## config.mk

```make
export PLATFORM = sky130hd
export DESIGN_NAME = bp_call_ret_decode
export DESIGN_NICKNAME = d
export VERILOG_FILES = /design/src/verilog/rv_isa_pkg.sv /design/src/verilog/bp_pkg.sv /design/src/verilog/bp_call_ret_decode.sv
export SDC_FILE = /design/constraint.sdc
export NUM_CORES = 1
export LEC_CHECK = 0
export BUFFER_PORTS_ARGS = -buffer_cell sky130_fd_sc_hd__buf_2
export CORE_AREA = 2 2 71 73
export DETAILED_ROUTE_END_ITERATION = 6
export DIE_AREA = 0 0 73 75
export PLACE_DENSITY = 0.82
export SLEW_MARGIN = 40
export SYNTH_ARGS = -nofsm -noshare
export SYNTH_HDL_FRONTEND = slang
export SYNTH_SLANG_ARGS = --single-unit
```

## constraint.sdc

```tcl
create_clock -name vclk -period 3.6
set_clock_uncertainty 0.05 [all_clocks]
set_input_delay 0.54 -clock vclk [all_inputs]
set_output_delay 0.54 -clock vclk [all_outputs]
set_load 0.01 [all_outputs]
```

## src/verilog/rv_isa_pkg.sv

```systemverilog
// --------------------
// RISC-V address and instruction widths,
// call and return encodings
// --------------------
package rv_isa_pkg;

  localparam int VADDR_W = 39;

  typedef logic [VADDR_W-1:1] vaddr_t;  // Halfword address, bit 0 dropped
  typedef logic [15:0]        inst16_t;
  typedef logic [31:0]        inst32_t;

  // --------------------
  // Standard encodings
  localparam logic [6:0] OPC_JAL     = 7'b1101111;
  localparam logic [6:0] OPC_JALR    = 7'b1100111;
  localparam logic [2:0] FUNCT3_JALR = 3'b000;
  localparam logic [4:0] REG_RA      = 5'd1;     // Link register x1

  // --------------------
  // Compressed encodings
  localparam logic [1:0] C_OP_JALR     = 2'b10;
  localparam logic [3:0] C_FUNCT4_JALR = 4'b1001;  // c.jalr rs1, links x1

  // Returns through x1
  localparam inst16_t C_RET = 16'h8082;       // c.jr x1
  localparam inst32_t RET   = 32'h0000_8067;  // jalr x0, 0(x1)

endpackage

```

## src/verilog/bp_pkg.sv

```systemverilog
// --------------------
// Predictor transaction structs,
// slot and index types
// --------------------
package bp_pkg;

  localparam int SLOTS = 8;  // Halfwords per fetch block

  typedef logic [SLOTS-1:0]    slot_oh_t;
  typedef logic [2:0]          slot_idx_t;
  typedef logic [SLOTS*16-1:0] fetch_block_t;

  typedef enum logic {
    CALL_RVC = 1'b0,  // Compressed, 1 halfword
    CALL_STD = 1'b1   // Standard, 2 halfwords
  } call_size_t;

  // Fetch response from the cache
  typedef struct packed {
    logic               valid;
    rv_isa_pkg::vaddr_t vaddr;
    fetch_block_t       data;
    slot_oh_t           be;     // One enable per halfword
  } ic_resp_t;

  typedef struct packed {
    logic               valid;
    rv_isa_pkg::vaddr_t vaddr;
  } bp_lookup_t;

  typedef struct packed {
    logic                           valid;
    slot_oh_t                       hit;
    slot_oh_t                       taken;
    rv_isa_pkg::vaddr_t [SLOTS-1:0] targets;
  } bp_pred_t;

  // Commit-side training
  typedef struct packed {
    logic               valid;
    rv_isa_pkg::vaddr_t vaddr;   // Branch halfword address
    rv_isa_pkg::vaddr_t target;
    logic               taken;
    logic               cond;    // Conditional branch
  } bp_update_t;

  typedef struct packed {
    logic               valid;
    slot_idx_t          slot;
    rv_isa_pkg::vaddr_t target;
  } ras_pred_t;

endpackage

```

## src/verilog/bp_call_ret_decode.sv

```systemverilog
// --------------------
// Per-slot call and return decoder
// --------------------
`timescale 1ns/100ps

module bp_call_ret_decode (
  input  bp_pkg::ic_resp_t   i_ic_resp,
  output logic               o_call_valid,
  output bp_pkg::slot_idx_t  o_call_slot,
  output bp_pkg::call_size_t o_call_size,
  output logic               o_ret_valid,
  output bp_pkg::slot_idx_t  o_ret_slot
);

  bp_pkg::slot_oh_t w_call;
  bp_pkg::slot_oh_t w_call_std;  // Standard call form per slot
  bp_pkg::slot_oh_t w_ret;

  // Lowest set bit of a slot mask
  function automatic bp_pkg::slot_idx_t lowest_slot(bp_pkg::slot_oh_t mask);
    bp_pkg::slot_idx_t idx;
    idx = '0;
    for (int i = bp_pkg::SLOTS - 1; i >= 0; i--) begin
      if (mask[i]) idx = bp_pkg::slot_idx_t'(i);
    end
    return idx;
  endfunction

  for (genvar s = 0; s < bp_pkg::SLOTS; s++) begin : g_slot
    rv_isa_pkg::inst16_t w_hw;
    rv_isa_pkg::inst32_t w_word;
    logic                w_rvc_call;
    logic                w_std_call;
    logic                w_slot_en;

    assign w_hw = i_ic_resp.data[s*16 +: 16];
    if (s < bp_pkg::SLOTS - 1) begin : g_word
      assign w_word = i_ic_resp.data[s*16 +: 32];
    end else begin : g_no_word
      assign w_word = '0;  // Standard instruction would cross the block
    end

    assign w_rvc_call = (w_hw[1:0] == rv_isa_pkg::C_OP_JALR) &&
                        (w_hw[15:12] == rv_isa_pkg::C_FUNCT4_JALR) &&
                        (w_hw[11:7] != 5'd0) && (w_hw[6:2] == 5'd0);

    assign w_std_call = (w_word[11:7] == rv_isa_pkg::REG_RA) &&
                        ((w_word[6:0] == rv_isa_pkg::OPC_JAL) ||
                         ((w_word[6:0] == rv_isa_pkg::OPC_JALR) &&
                          (w_word[14:12] == rv_isa_pkg::FUNCT3_JALR)));

    assign w_slot_en     = i_ic_resp.valid && i_ic_resp.be[s];
    assign w_call[s]     = (w_rvc_call || w_std_call) && w_slot_en;
    assign w_call_std[s] = w_std_call;
    assign w_ret[s]      = ((w_hw == rv_isa_pkg::C_RET) || (w_word == rv_isa_pkg::RET)) &&
                           w_slot_en;
  end

  // --------------------
  // Lowest-slot selection
  assign o_call_valid = |w_call;
  assign o_call_slot  = lowest_slot(w_call);
  assign o_call_size  = w_call_std[o_call_slot] ? bp_pkg::CALL_STD : bp_pkg::CALL_RVC;
  assign o_ret_valid  = |w_ret;
  assign o_ret_slot   = lowest_slot(w_ret);

  // Call and return encodings can never share a start slot
  always_comb begin
    if (o_call_valid && o_ret_valid) begin
      assert (o_call_slot != o_ret_slot)
        else $error("call and return decoded at slot %0d", o_call_slot);
    end
  end

endmodule

```

==> summary.md <==
| Metric | Value |
|---|---|
| Cts hold-fix bufs | 0 |
| Synth warn | 0 |
| Initial antenna violation count | 0 |
| Hold WC Path Type | primary input to primary output |
| Setup TNS Final | 0 ns |
| Fill count | 492 |
| CP endpoint kind | primary output |
| Fmax achieved | 293.6 MHz |
| CP required | 3.01 ns |
| Starting Density | about 29% |
| Row cnt | 25 |
| Sequential cell area | 0 um^2 |
| Syn_area_per_cell | 6.575 um^2 |
| Fin worst setup slack | 0.1937 ns |
| Outcome | finished, final reports clean |
| Core Area | about 0.0047 mm^2 |
| Crit path launch type | primary input |
| HPWL Detailed | 5011 um |
| 1st-iter DRT viols | 52 |
| Final setup vio count | 0 |
| Dpl ws | 0.1154 ns |
| P_sw | approximately 63 uW |
| WL/cell | 13.46 um |
| GR Overflow Total | 0 |
| Power Total | 134.4 uW |
| Ports | 184 |
| Critical path type | primary input to primary output |
| Hold_sp | i_ic_resp[20] |
| FF+latch count | 0 |
| Clock power share | 0% |
| Top cells by area, synth | or4_1, nor3_1, nand3_1 |
| Internal power | 71.69 uW |
| Vias per inst | ~5.5 |
| Die ar. | 0.005475 mm^2 |
| Fin crit share | roughly 95% |
| Crit path time final | 3.406 ns |
| Die Y | roughly 75 um |
| Syn Nets | around 380 |
| CP Depth | 10 |
| Most frequent cells in the layout | buf_2, nor2_1, nor3_1, nand2_1, nand3_1 |
| WP buf/inv | 2 |
| Largest area contributor in the netlist | or4_1 |
| Max incr delay on CP | 0.53 ns |
| RSZ-0062 raised after global routing | false |
| Switching share of total power | 46.67% |
| Most common cell after layout, fill and taps aside | buf_2 |
| DR vias | 2275 |
| Gpl congestion | 0.8932 |
| Syn-to-layout area delta | 63.53% |
| Actual slew at the worst max-slew pin | 0.5646 ns |
| WHS Endpoint | o_ret_slot[0] |
| Non-Filler Cell Area, Final | 0.002193 mm^2 |
| WHS Path Cells | 5 |
| Port Buffers | 146 |
| Register area share after synthesis | 0% |
| Worst vdd ir | roughly 0.026 mV |
| Final core utilization | 47.06% |
| First-pass DRT Iterations | 4 |
| Fraction of layout cells with a size suffix above 1 | 46.63% |
| Max-Cap Viols | 0 |
| CP max-delay cell | or4_4 |
| Max-slew headroom | 62.01% |
| ANT cells | 0 |
| Die width | between 70 and 80 um |
| Worst EP arrival | 2.82 ns |
| Post-synthesis instance area | 0.001341 mm^2 |
| First-pass GRT wire length | 8749 um |
| Post_cts resized | 0 |
| Cells after synthesis | between 200 and 250 |
| Cell Chain, Critical Path | buf_2 -> or4_4 -> a211o_1 -> o32ai_4 -> nor4_2 -> nand2b_2 -> mux2i_1 -> mux2i_1 -> mux2_2 -> buf_2 |
| Post-synth top area share | 7.836% |
| Number of global-route vias before repair | 2110 |
| Leak | 0.9528 nW |
| Detailed Route WL | 5518 um |
| Register share of total power | 0% |
| GRT Overall Usage | 19.25% |
| Placed cell areas | 0.002185 mm^2 |
| Yosys cell types | 46 |
| # nets final | between 500 and 600 |
| Combinational fraction of design power | 100.0% |
| Pwr dens | 61.28 mW/mm^2 |
| Fin. Hold Viols | 0 |
| Max-slew violation count | 0 |
| # clk buffers | 0 |
| Antenna-violating nets left | 0 |
| Largest net degree at the start of global routing | 8 |
| CP Max Fanout | 5 |
| Setup bufs post-CTS | 0 |
| CP top delay family | simple AND/OR/NAND/NOR gates |
| Remaining DRCs | 0 |
[layer usage]
metal  wire [um]  up-vias  track usage, %
met4          29        0           1.440
met1        2248     1018           23.14
li1            -     1166               -
met2        2845       89           38.34
met5           0        -               0
met3         394        2           1.606
[final cells by class]
type	count	area (um^2)	share of cell area, %
multi-input combinational	195	1309	59.67
tap	54	67.56	3.080
inverter	7	26.28	1.198
timing repair buffer	154	790.8	36.05
[Yosys cell counts, types with 2 or more instances]
library cell	number
o32ai_4	2
or4b_1	2
a211oi_1	2
o2111ai_1	6
nor2b_1	4
mux2i_1	6
a21boi_1	2
nand4b_1	3
nor2_1	19
or4_1	14
o211ai_1	3
nor3_1	19
nor3b_1	2
and3_1	2
a21oi_1	3
a211o_1	6
nand4_1	14
nand2b_1	2
and4b_1	5
and2_1	4
nand3b_1	2
inv_1	7
o22ai_1	3
o21ai_0	3
nor4_1	11
or3b_1	3
nand2_1	19
nand3_1	18
[per-stage QoR]
step | instances | hold slack [ns]
after floorplan | 204 | 1.290
after global placement | 410 | 1.520
after detailed placement | 410 | 1.524
after CTS | 410 | 1.527
after global routing | 410 | 1.594
final | 410 | 1.522
[worst max path at each step]
stage | start | to
4_1_cts | i_ic_resp[51] | o_call_size
2_1_floorplan | i_ic_resp[26] | o_call_size
6_report | i_ic_resp[72] | o_call_size
5_1_grt | i_ic_resp[72] | o_call_size
3_5_place_dp | i_ic_resp[51] | o_call_size
3_3_place_gp | i_ic_resp[72] | o_call_size
[kinds of logic (layout without fill, tap and decap cells)]
family	count (synthesis)	count (layout)	synth area share, %
buffers and inverters	9	161	3.078
AOI/OAI and AO/OA	38	38	25.74
muxes	7	7	5.317
and+or+nand+nor	150	150	65.86
[power groups by stage]
stage / logic (mW) / clock network (mW) / registers (mW)
finish: 0.134 / 0 / 0
global route: 0.149 / 0 / 0
detailed placement: 0.134 / 0 / 0
global placement: 0.130 / 0 / 0
CTS: 0.134 / 0 / 0
floorplan: 0.0310 / 0 / 0
Power figures use the tool's default switching activity.
