### src/verilog/rv_isa_pkg.sv
// --------------------
// RISC-V address and instruction widths,
// call and return encodings
// --------------------
package rv_isa_pkg;

  localparam int VADDR_W = 39;

  typedef logic [VADDR_W-1:1] vaddr_t;  // Halfword address, bit 0 dropped
  typedef logic [15:0]        inst16_t;
  typedef logic [31:0]        inst32_t;

  // --------------------
  // Standard encodings
  localparam logic [6:0] OPC_JAL     = 7'b1101111;
  localparam logic [6:0] OPC_JALR    = 7'b1100111;
  localparam logic [2:0] FUNCT3_JALR = 3'b000;
  localparam logic [4:0] REG_RA      = 5'd1;     // Link register x1

  // --------------------
  // Compressed encodings
  localparam logic [1:0] C_OP_JALR     = 2'b10;
  localparam logic [3:0] C_FUNCT4_JALR = 4'b1001;  // c.jalr rs1, links x1

  // Returns through x1
  localparam inst16_t C_RET = 16'h8082;       // c.jr x1
  localparam inst32_t RET   = 32'h0000_8067;  // jalr x0, 0(x1)

endpackage

### src/verilog/bp_pkg.sv
// --------------------
// Predictor transaction structs,
// slot and index types
// --------------------
package bp_pkg;

  localparam int SLOTS = 8;  // Halfwords per fetch block

  typedef logic [SLOTS-1:0]    slot_oh_t;
  typedef logic [2:0]          slot_idx_t;
  typedef logic [SLOTS*16-1:0] fetch_block_t;

  typedef enum logic {
    CALL_RVC = 1'b0,  // Compressed, 1 halfword
    CALL_STD = 1'b1   // Standard, 2 halfwords
  } call_size_t;

  // Fetch response from the cache
  typedef struct packed {
    logic               valid;
    rv_isa_pkg::vaddr_t vaddr;
    fetch_block_t       data;
    slot_oh_t           be;     // One enable per halfword
  } ic_resp_t;

  typedef struct packed {
    logic               valid;
    rv_isa_pkg::vaddr_t vaddr;
  } bp_lookup_t;

  typedef struct packed {
    logic                           valid;
    slot_oh_t                       hit;
    slot_oh_t                       taken;
    rv_isa_pkg::vaddr_t [SLOTS-1:0] targets;
  } bp_pred_t;

  // Commit-side training
  typedef struct packed {
    logic               valid;
    rv_isa_pkg::vaddr_t vaddr;   // Branch halfword address
    rv_isa_pkg::vaddr_t target;
    logic               taken;
    logic               cond;    // Conditional branch
  } bp_update_t;

  typedef struct packed {
    logic               valid;
    slot_idx_t          slot;
    rv_isa_pkg::vaddr_t target;
  } ras_pred_t;

endpackage

### src/verilog/bp_ras.sv
// --------------------
// Circular return address stack
// --------------------
`timescale 1ns/100ps

module bp_ras #(
  parameter int RAS_DEPTH = 8
) (
  input  logic               i_clk,
  input  logic               i_reset_n,
  input  rv_isa_pkg::vaddr_t i_vaddr,
  input  logic               i_call_valid,
  input  bp_pkg::slot_idx_t  i_call_slot,
  input  bp_pkg::call_size_t i_call_size,
  input  logic               i_ret_valid,
  input  bp_pkg::slot_idx_t  i_ret_slot,
  output bp_pkg::ras_pred_t  o_ras_pred
);

  localparam int PTR_W = $clog2(RAS_DEPTH);

  typedef logic [PTR_W-1:0] ptr_t;

  rv_isa_pkg::vaddr_t r_stack [RAS_DEPTH];
  ptr_t               r_ptr;
  logic               r_valid;
  bp_pkg::slot_idx_t  r_slot;
  rv_isa_pkg::vaddr_t r_target;

  logic               w_push;
  logic               w_pop;
  ptr_t               w_ptr_inc;
  ptr_t               w_ptr_dec;
  rv_isa_pkg::vaddr_t w_ret_addr;

  // Earlier slot in the block decides
  assign w_push = i_call_valid && (!i_ret_valid || i_call_slot < i_ret_slot);
  assign w_pop  = i_ret_valid && (!i_call_valid || i_ret_slot < i_call_slot);

  assign w_ptr_inc  = (r_ptr == ptr_t'(RAS_DEPTH - 1)) ? '0 : r_ptr + 1'b1;
  assign w_ptr_dec  = (r_ptr == '0) ? ptr_t'(RAS_DEPTH - 1) : r_ptr - 1'b1;
  assign w_ret_addr = i_vaddr + rv_isa_pkg::vaddr_t'(i_call_slot) +
                      ((i_call_size == bp_pkg::CALL_STD) ? 38'd2 : 38'd1);

  always_ff @(posedge i_clk or negedge i_reset_n) begin
    if (!i_reset_n) begin
      r_ptr   <= '0;
      r_valid <= 1'b0;
      for (int i = 0; i < RAS_DEPTH; i++) begin
        r_stack[i] <= '0;
      end
    end else begin
      r_valid <= w_pop;
      if (w_push) begin
        r_stack[r_ptr] <= w_ret_addr;  // Overwrites oldest on overflow
        r_ptr          <= w_ptr_inc;
      end else if (w_pop) begin
        r_ptr <= w_ptr_dec;
      end
    end
  end

  always_ff @(posedge i_clk) begin
    r_slot   <= i_ret_slot;
    r_target <= r_stack[w_ptr_dec];
  end

  assign o_ras_pred = '{valid: r_valid, slot: r_slot, target: r_target};

  a_no_push_pop: assert property (@(posedge i_clk) disable iff (!i_reset_n)
    !(w_push && w_pop));

endmodule

### config.mk
export PLATFORM = sky130hd
export DESIGN_NAME = bp_ras
export DESIGN_NICKNAME = d
export VERILOG_FILES = /design/src/verilog/rv_isa_pkg.sv /design/src/verilog/bp_pkg.sv /design/src/verilog/bp_ras.sv
export SDC_FILE = /design/constraint.sdc
export NUM_CORES = 1
export LEC_CHECK = 0
export ABC_CLOCK_PERIOD_IN_PS = 3600
export BUFFER_PORTS_ARGS = -buffer_cell sky130_fd_sc_hd__clkbuf_2
export CORE_ASPECT_RATIO = 1.25
export CORE_MARGIN = 5
export CORE_UTILIZATION = 50
export CTS_CLUSTER_SIZE = 30
export DETAILED_ROUTE_END_ITERATION = 12
export HOLD_SLACK_MARGIN = 0.03
export PLACE_DENSITY_LB_ADDON = 0.2
export RECOVER_POWER = 50
export SYNTH_ARGS = -nofsm -noshare
export SYNTH_HDL_FRONTEND = slang
export SYNTH_SLANG_ARGS = --single-unit
### constraint.sdc
create_clock -name i_clk -period 3.6 [get_ports i_clk]
set_input_delay 0.72 -clock i_clk [delete_from_list [all_inputs] [get_ports i_clk]]
set_output_delay 0.72 -clock i_clk [all_outputs]
set_load 0.005 [all_outputs]
==> impl_metrics.py, run 1 <==
metrics = {
    "yosys": {
        "yosysSeqAreaShare": 0.563,
        "postSynthAreaPerCell_um2": 10.7,
        "synth_edf_count": 0,
        "syn-cell-area_um2": 15200,
        "ys_types": 55,
        "async_reset_ff_frac": 0.883,
        "synth_nets": 1476,
        "synth_cells": 1413,
        "ys_ff_latch": 349,
        "yosys_warnings": 0,
        "synth-main-ff-cell": "dfrtp_1",
    },
    "floorplan": {
        "initial_core_util": 0.505,
        "std_cell_rows": 71,
        "dieHeight_um": 205,
        "die_area_um2": 33900,
        "ios": 91,
        "core-area_um2": 30000,
        "dieWidth_um": 166,
    },
    "timing": {
        "relSlewSlack": -0.770,
        "worst_slew_pin_slew_ns": 2.65,
        "clock.fmax_mhz": 341,
        "finalCriticalPeriod_ns": 2.93,
        "rsz0062_at_grt": "no",
        "hold_viol": 0,
        "skew_ns": 0.0213,
        "finalSetupTns_ns": 0,
        "slew_violations": 99,
        "worst_hold_slack_ns": 0.306,
        "period_share": 0.815,
        "setup_viol": 0,
        "finalWorstSetupSlack_ns": 0.668,
    },
    "setup_path": {
        "critPathArrivalTime_ns": 3.33,
        "cp.depth": 9,
        "crit_required_ns": 3.99,
        "critPathBufInv": 1,
        "path_class": "input port to flop",
        "cp-end-kind": "flop",
        "reg2regPathDepth": 6,
        "cp-start-kind": "input port",
        "slowest_delay_ns": 0.48,
        "slowest_stage": "fa_1",
        "r2r_slack_ns": 0.84,
        "path_cells": "clkbuf_2 > fa_1 > ha_1 > fa_1 > a21o_1 > and4_1 > and4_1 > xnor2_2 > o21ai_1",
        "worst-path-max-fanout": 10,
        "cpLargestDelayFamily": "adder cells",
    },
    "routing": {
        "ant_nets": 0,
        "vias_per_cell": 5.65,
        "dr.first_iter.drc_count": 805,
        "routedWlPerCell_um": 19.8,
        "wl_um": 38000,
        "vias": 10851,
        "drcViolationCount": 0,
        "drtPass1Iterations": 5,
    },
    "outcome": {
        "violations": "max-capacitance violations, max-slew violations",
        "status": "complete, but fails checks",
    },
    "clock_tree": {
        "cts_setup_buffers": 0,
        "cts_hold_buf": 0,
        "cts_max_path_buffers": 3,
        "clk_pin_slew_ns": 0.07,
        "cts_sinks": 349,
        "cts_tree": "built",
        "cts_buffers": 37,
        "htreeDepth": 2,
        "insertion_delay_ns": 0.54,
        "clockRootBuffer": "clkbuf_16",
        "ctsResizeCount": 0,
    },
    "layout": {
        "nets": 1555,
        "area_growth_pct": 15.0,
        "diodes": 0,
        "multi_input_area_um2": 6180,
        "design_area_um2": 17400,
        "fillers": 2673,
        "final_cell_mix": "dfrtp_1, nand2_1, o21ai_0",
        "drive_above_1_share": 0.194,
        "regArea_um2": 8530,
        "final_common_cell": "dfrtp_1",
    },
    "global_route": {
        "grt_pass1_vias": 11046,
        "grt-ovfl-total": 0,
        "grt_pass1_wl_um": 61500,
        "track_usage": 0.226,
        "grt_max_degree": 101,
        "antenna_found_initial": 0,
    },
    "placement": {
        "dp_hpwl_um": 22700,
        "globalplace.congestion": 0.757,
        "pre_cts_ws_ns": 0.175,
        "dpl_cell_area_um2": 16300,
        "port_buffers": 90,
    },
    "power_and_ir_drop": {
        "total_power_w": 0.0176,
        "p_sw_frac": 0.368,
        "p_leak_nw": 7.52,
        "clkPwrFrac": 0.208,
        "pwr-share-seq": 0.384,
        "ir_drop_v": 0.000653,
        "power.switching_w": 0.00647,
        "p_per_area_nw_per_um2": 1010,
        "intPower_w": 0.0111,
        "pwr-share-comb": 0.407,
    },
    "job": {
        "max_cap_violations": 1,
    },
    "min_path": {
        "hp-class": "input port to flop",
        "hold_depth": 1,
    },
}
-- final cells by class --
cell class,count,area share
tap,401,0.0288
clock buffer,54,0.0619
inverter,9,0.00194
sequential,349,0.489
multi-input combinational,953,0.355
clock inverter,14,0.00610
timing repair buffer,142,0.0573
-- routing by layer --
| metal | up-vias | part of all wire | global-route usage |
|---|---|---|---|
| met5 | - | 0 | 0 |
| met4 | 0 | 0.021 | 0.0613 |
| met3 | 48 | 0.044 | 0.0345 |
| met2 | 266 | 0.48 | 0.377 |
| met1 | 5416 | 0.45 | 0.313 |
| li1 | 5121 | - | - |
-- cell families (layout without fill, tap and decap cells) --
kind of cell / count (synthesis) / after routing / share of synthesized area
xor+xnor: 36 / 36 / 0.0225
fa+ha+maj: 14 / 14 / 0.0130
buf+inv: 111 / 219 / 0.0338
mux: 103 / 103 / 0.103
compound gates: 393 / 393 / 0.152
flops: 349 / 349 / 0.563
simple gates: 407 / 407 / 0.113
-- state kept, by name (all words and copies together), names as in the netlist --
name / count
r_stack: 304
r_slot: 3
r_ptr: 3
r_target: 38
r_valid: 1
-- per-stage QoR --
step	std cells	util
global placement	1854	0.542
detailed placement	1854	0.542
floorplan	1413	-
finish	1922	0.581
global route	1922	0.581
CTS	1922	0.582
-- final timing paths --
kind	startpoint	to
worst min-delay path	i_ret_slot[0]	r_slot[0]
worst max-delay path	i_vaddr[1]	r_stack[221]
min in group asynchronous	i_reset_n	r_stack[152]
worst min register to register	r_stack[34]	r_stack[34]
max in group asynchronous	i_reset_n	r_stack[68]
worst max register to register	r_ptr[2]	r_target[27]
-- power by group through the flow --
stage | logic (W) | clock network, W | registers [W]
after detailed placement | 0.00722 | 0 | 0.00680
after global routing | 0.00796 | 0.00390 | 0.00696
after CTS | 0.00727 | 0.00375 | 0.00675
after global placement | 0.00709 | 0 | 0.00673
after floorplan | 0.00507 | 0 | 0.00657
final | 0.00716 | 0.00366 | 0.00676
-- cell usage after synthesis, types with 2 or more instances --
| cell type | count | area [um2] |
|---|---|---|
| dfrtp_1 | 308 | 7710 |
| nand2_1 | 190 | 713 |
| o21ai_0 | 187 | 936 |
| nor2_1 | 159 | 597 |
| a21oi_1 | 134 | 671 |
| clkbuf_1 | 45 | 169 |
| mux2_2 | 45 | 507 |
| buf_2 | 43 | 215 |
| dfxtp_1 | 41 | 821 |
| o221ai_1 | 39 | 342 |
| mux4_2 | 38 | 856 |
| xor2_1 | 26 | 228 |
| mux2i_1 | 20 | 200 |
| nand4_1 | 15 | 93.8 |
| nand3_1 | 14 | 70.1 |
| buf_4 | 11 | 82.6 |
| ha_1 | 11 | 138 |
| xnor2_1 | 8 | 70.1 |
| and3_1 | 7 | 43.8 |
| inv_1 | 7 | 26.3 |
| and4_1 | 6 | 52.6 |
| a21oi_2 | 4 | 35.0 |
| o21ai_1 | 4 | 20.0 |
| o21ai_2 | 4 | 35.0 |
| a2111oi_4 | 3 | 82.6 |
| buf_1 | 3 | 11.3 |
| fa_1 | 3 | 60.1 |
| o2111ai_2 | 3 | 45.0 |
| o21a_1 | 3 | 22.5 |
| a21o_1 | 2 | 15.0 |
| and2_1 | 2 | 12.5 |
| inv_2 | 2 | 7.51 |
| nand2b_1 | 2 | 12.5 |
| nor2b_1 | 2 | 12.5 |
| nor4_1 | 2 | 12.5 |
Power figures use the tool's default switching activity.
==> run 2: changes to the inputs <==
ABC_CLOCK_PERIOD_IN_PS = 2520   (was 3600)
clock period = 2.52 ns   (was 3.6 ns; I/O delays follow)
==> impl_metrics.py, run 2 (synthesis results as in run 1) <==
metrics = {
    "timing": {
        "worst_hold_slack_ns": 0.102,
        "relSlewSlack": -0.0567,
        "slew_violations": 66,
        "setup_viol": 0,
        "rsz0062_at_grt": "no",
        "finalWorstSetupSlack_ns": 0.0785,
        "clock.fmax_mhz": 410,
        "period_share": 0.969,
        "finalCriticalPeriod_ns": 2.44,
        "hold_viol": 0,
        "skew_ns": 0.0114,
        "worst_slew_pin_slew_ns": 1.59,
    },
    "clock_tree": {
        "clockRootBuffer": "clkbuf_16",
        "insertion_delay_ns": 0.52,
        "cts_tree": "built",
        "htreeDepth": 2,
        "cts_max_path_buffers": 3,
        "clk_pin_slew_ns": 0.06,
        "cts_buffers": 36,
        "cts_sinks": 349,
    },
    "power_and_ir_drop": {
        "total_power_w": 0.0259,
        "p_sw_frac": 0.359,
        "intPower_w": 0.0166,
        "power.switching_w": 0.00930,
        "pwr-share-comb": 0.418,
        "p_leak_nw": 7.87,
        "pwr-share-seq": 0.371,
        "clkPwrFrac": 0.211,
        "p_per_area_nw_per_um2": 1430,
        "ir_drop_v": 0.000809,
    },
    "floorplan": {
        "ios": 91,
        "dieWidth_um": 166,
        "core-area_um2": 30000,
        "std_cell_rows": 71,
        "dieHeight_um": 205,
        "die_area_um2": 33900,
        "initial_core_util": 0.505,
    },
    "placement": {
        "dp_cells": 1906,
        "dpl_cell_area_um2": 17000,
        "dp_hpwl_um": 24800,
        "globalplace.congestion": 0.788,
        "port_buffers": 90,
        "pre_cts_ws_ns": -0.411,
    },
    "layout": {
        "fillers": 2589,
        "nets": 1607,
        "largest_reg_flops": 304,
        "regArea_um2": 8530,
        "drive_above_1_share": 0.226,
        "reg.largest.list": "r_stack: 304 flops, r_target: 38 flops",
        "max_flop_register": "r_stack",
        "area_growth_pct": 19.7,
        "final_cells": 1970,
        "multi_input_area_um2": 6290,
        "final_common_cell": "dfrtp_1",
        "diodes": 0,
        "final_cell_mix": "dfrtp_1, nand2_1, o21ai_0",
        "design_area_um2": 18100,
    },
    "global_route": {
        "grt-ovfl-total": 0,
        "antenna_found_initial": 0,
        "track_usage": 0.227,
        "grt_pass1_wl_um": 62000,
        "grt_max_degree": 68,
        "grt_pass1_vias": 11178,
    },
    "routing": {
        "drtPass1Iterations": 7,
        "vias": 11031,
        "vias_per_cell": 5.60,
        "dr.first_iter.drc_count": 826,
        "wl_um": 38300,
        "ant_nets": 0,
        "drcViolationCount": 0,
        "routedWlPerCell_um": 19.4,
    },
    "setup_path": {
        "critPathBufInv": 3,
        "cp-start-kind": "input port",
        "cpLargestDelayFamily": "adder cells",
        "crit_required_ns": 2.92,
        "cp-end-kind": "flop",
        "path_cells": "clkbuf_2 > fa_1 > ha_2 > fa_2 > a21o_1 > and4_1 > buf_12 > nand4_1 > xor2_2 > buf_4 > a21oi_1",
        "slowest_stage": "fa_1",
        "worst-path-max-fanout": 10,
        "path_class": "input port to flop",
        "slowest_delay_ns": 0.48,
        "critPathArrivalTime_ns": 2.84,
    },
    "outcome": {
        "status": "complete, but fails checks",
        "violations": "max-capacitance violations, max-slew violations",
    },
    "min_path": {
        "hp-class": "input port to flop",
    },
    "job": {
        "max_cap_violations": 1,
    },
}
-- run 2: cell types whose count changed in the layout (fill, tap and decap cells not counted), sizes merged --
cell and change:
clkbuf -5, bufinv +4, buf +55, inv -1, clkinv -3, dlygate4sd3 +1
clkinvlp -3
-- run 2: stage by stage --
stage	util	setup TNS [ns]
after floorplan	-	-10.02
after global placement	0.566	-54.57
after detailed placement	0.566	-62.59
after CTS	0.606	0
after global routing	0.604	0
final	0.604	0
-- run 2: worst register-to-register path: cells and delay by family, from the launching register on --
family	cells	cell delay, ns
fa+ha+maj	2	0.42
buf+inv	2	0.35
compound gates	3	1.03
flops	1	0.37
-- run 2: final timing paths --
| check | cells after the start | slack [ns] | from | end |
|---|---|---|---|---|
| worst max-delay path | 11 | 0.08 | i_call_slot[1] | r_stack[253] |
| worst min-delay path | 1 | 0.10 | i_ret_slot[0] | r_slot[0] |
| worst max register to register | 7 | 0.23 | r_ptr[0] | r_target[2] |
| worst min register to register | 2 | 0.47 | r_stack[19] | r_stack[19] |
| max in group asynchronous | 3 | 0.40 | i_reset_n | r_stack[177] |
| min in group asynchronous | 2 | 0.94 | i_reset_n | r_stack[49] |
-- run 2: final cells by class --
class                      count  share of cell area
sequential                   349               0.470
multi-input combinational    953               0.347
timing repair buffer         195              0.0874
clock buffer                  52              0.0580
tap                          401              0.0276
clock inverter                11             0.00869
inverter                       9             0.00186
-- run 2: power by group through the flow --
stage,Clock (W),Sequential (W),Combinational [W]
2_1_floorplan,0,0.00938,0.00729
3_3_place_gp,0,0.00956,0.0107
3_5_place_dp,0,0.00969,0.0110
4_1_cts,0.00556,0.00960,0.0110
5_1_grt,0.00578,0.00993,0.0120
6_report,0.00546,0.00961,0.0108
-- run 2: repair_timing --
item / in CTS / in global routing
endpoints found under the hold margin: 61 / 0
gates resized for setup: 0 / 1
hold buffers: 1 / 0
buffers inserted: 0 / 0
endpoints found under the setup margin: 0 / 1
-- run 2: per-layer routing --
metal,wire [um],GRT usage,vias up
met5,0,0,-
met4,641,0.0554,0
met3,1560,0.0291,44
met2,19600,0.403,227
met1,16400,0.299,5543
li1,-,-,5217
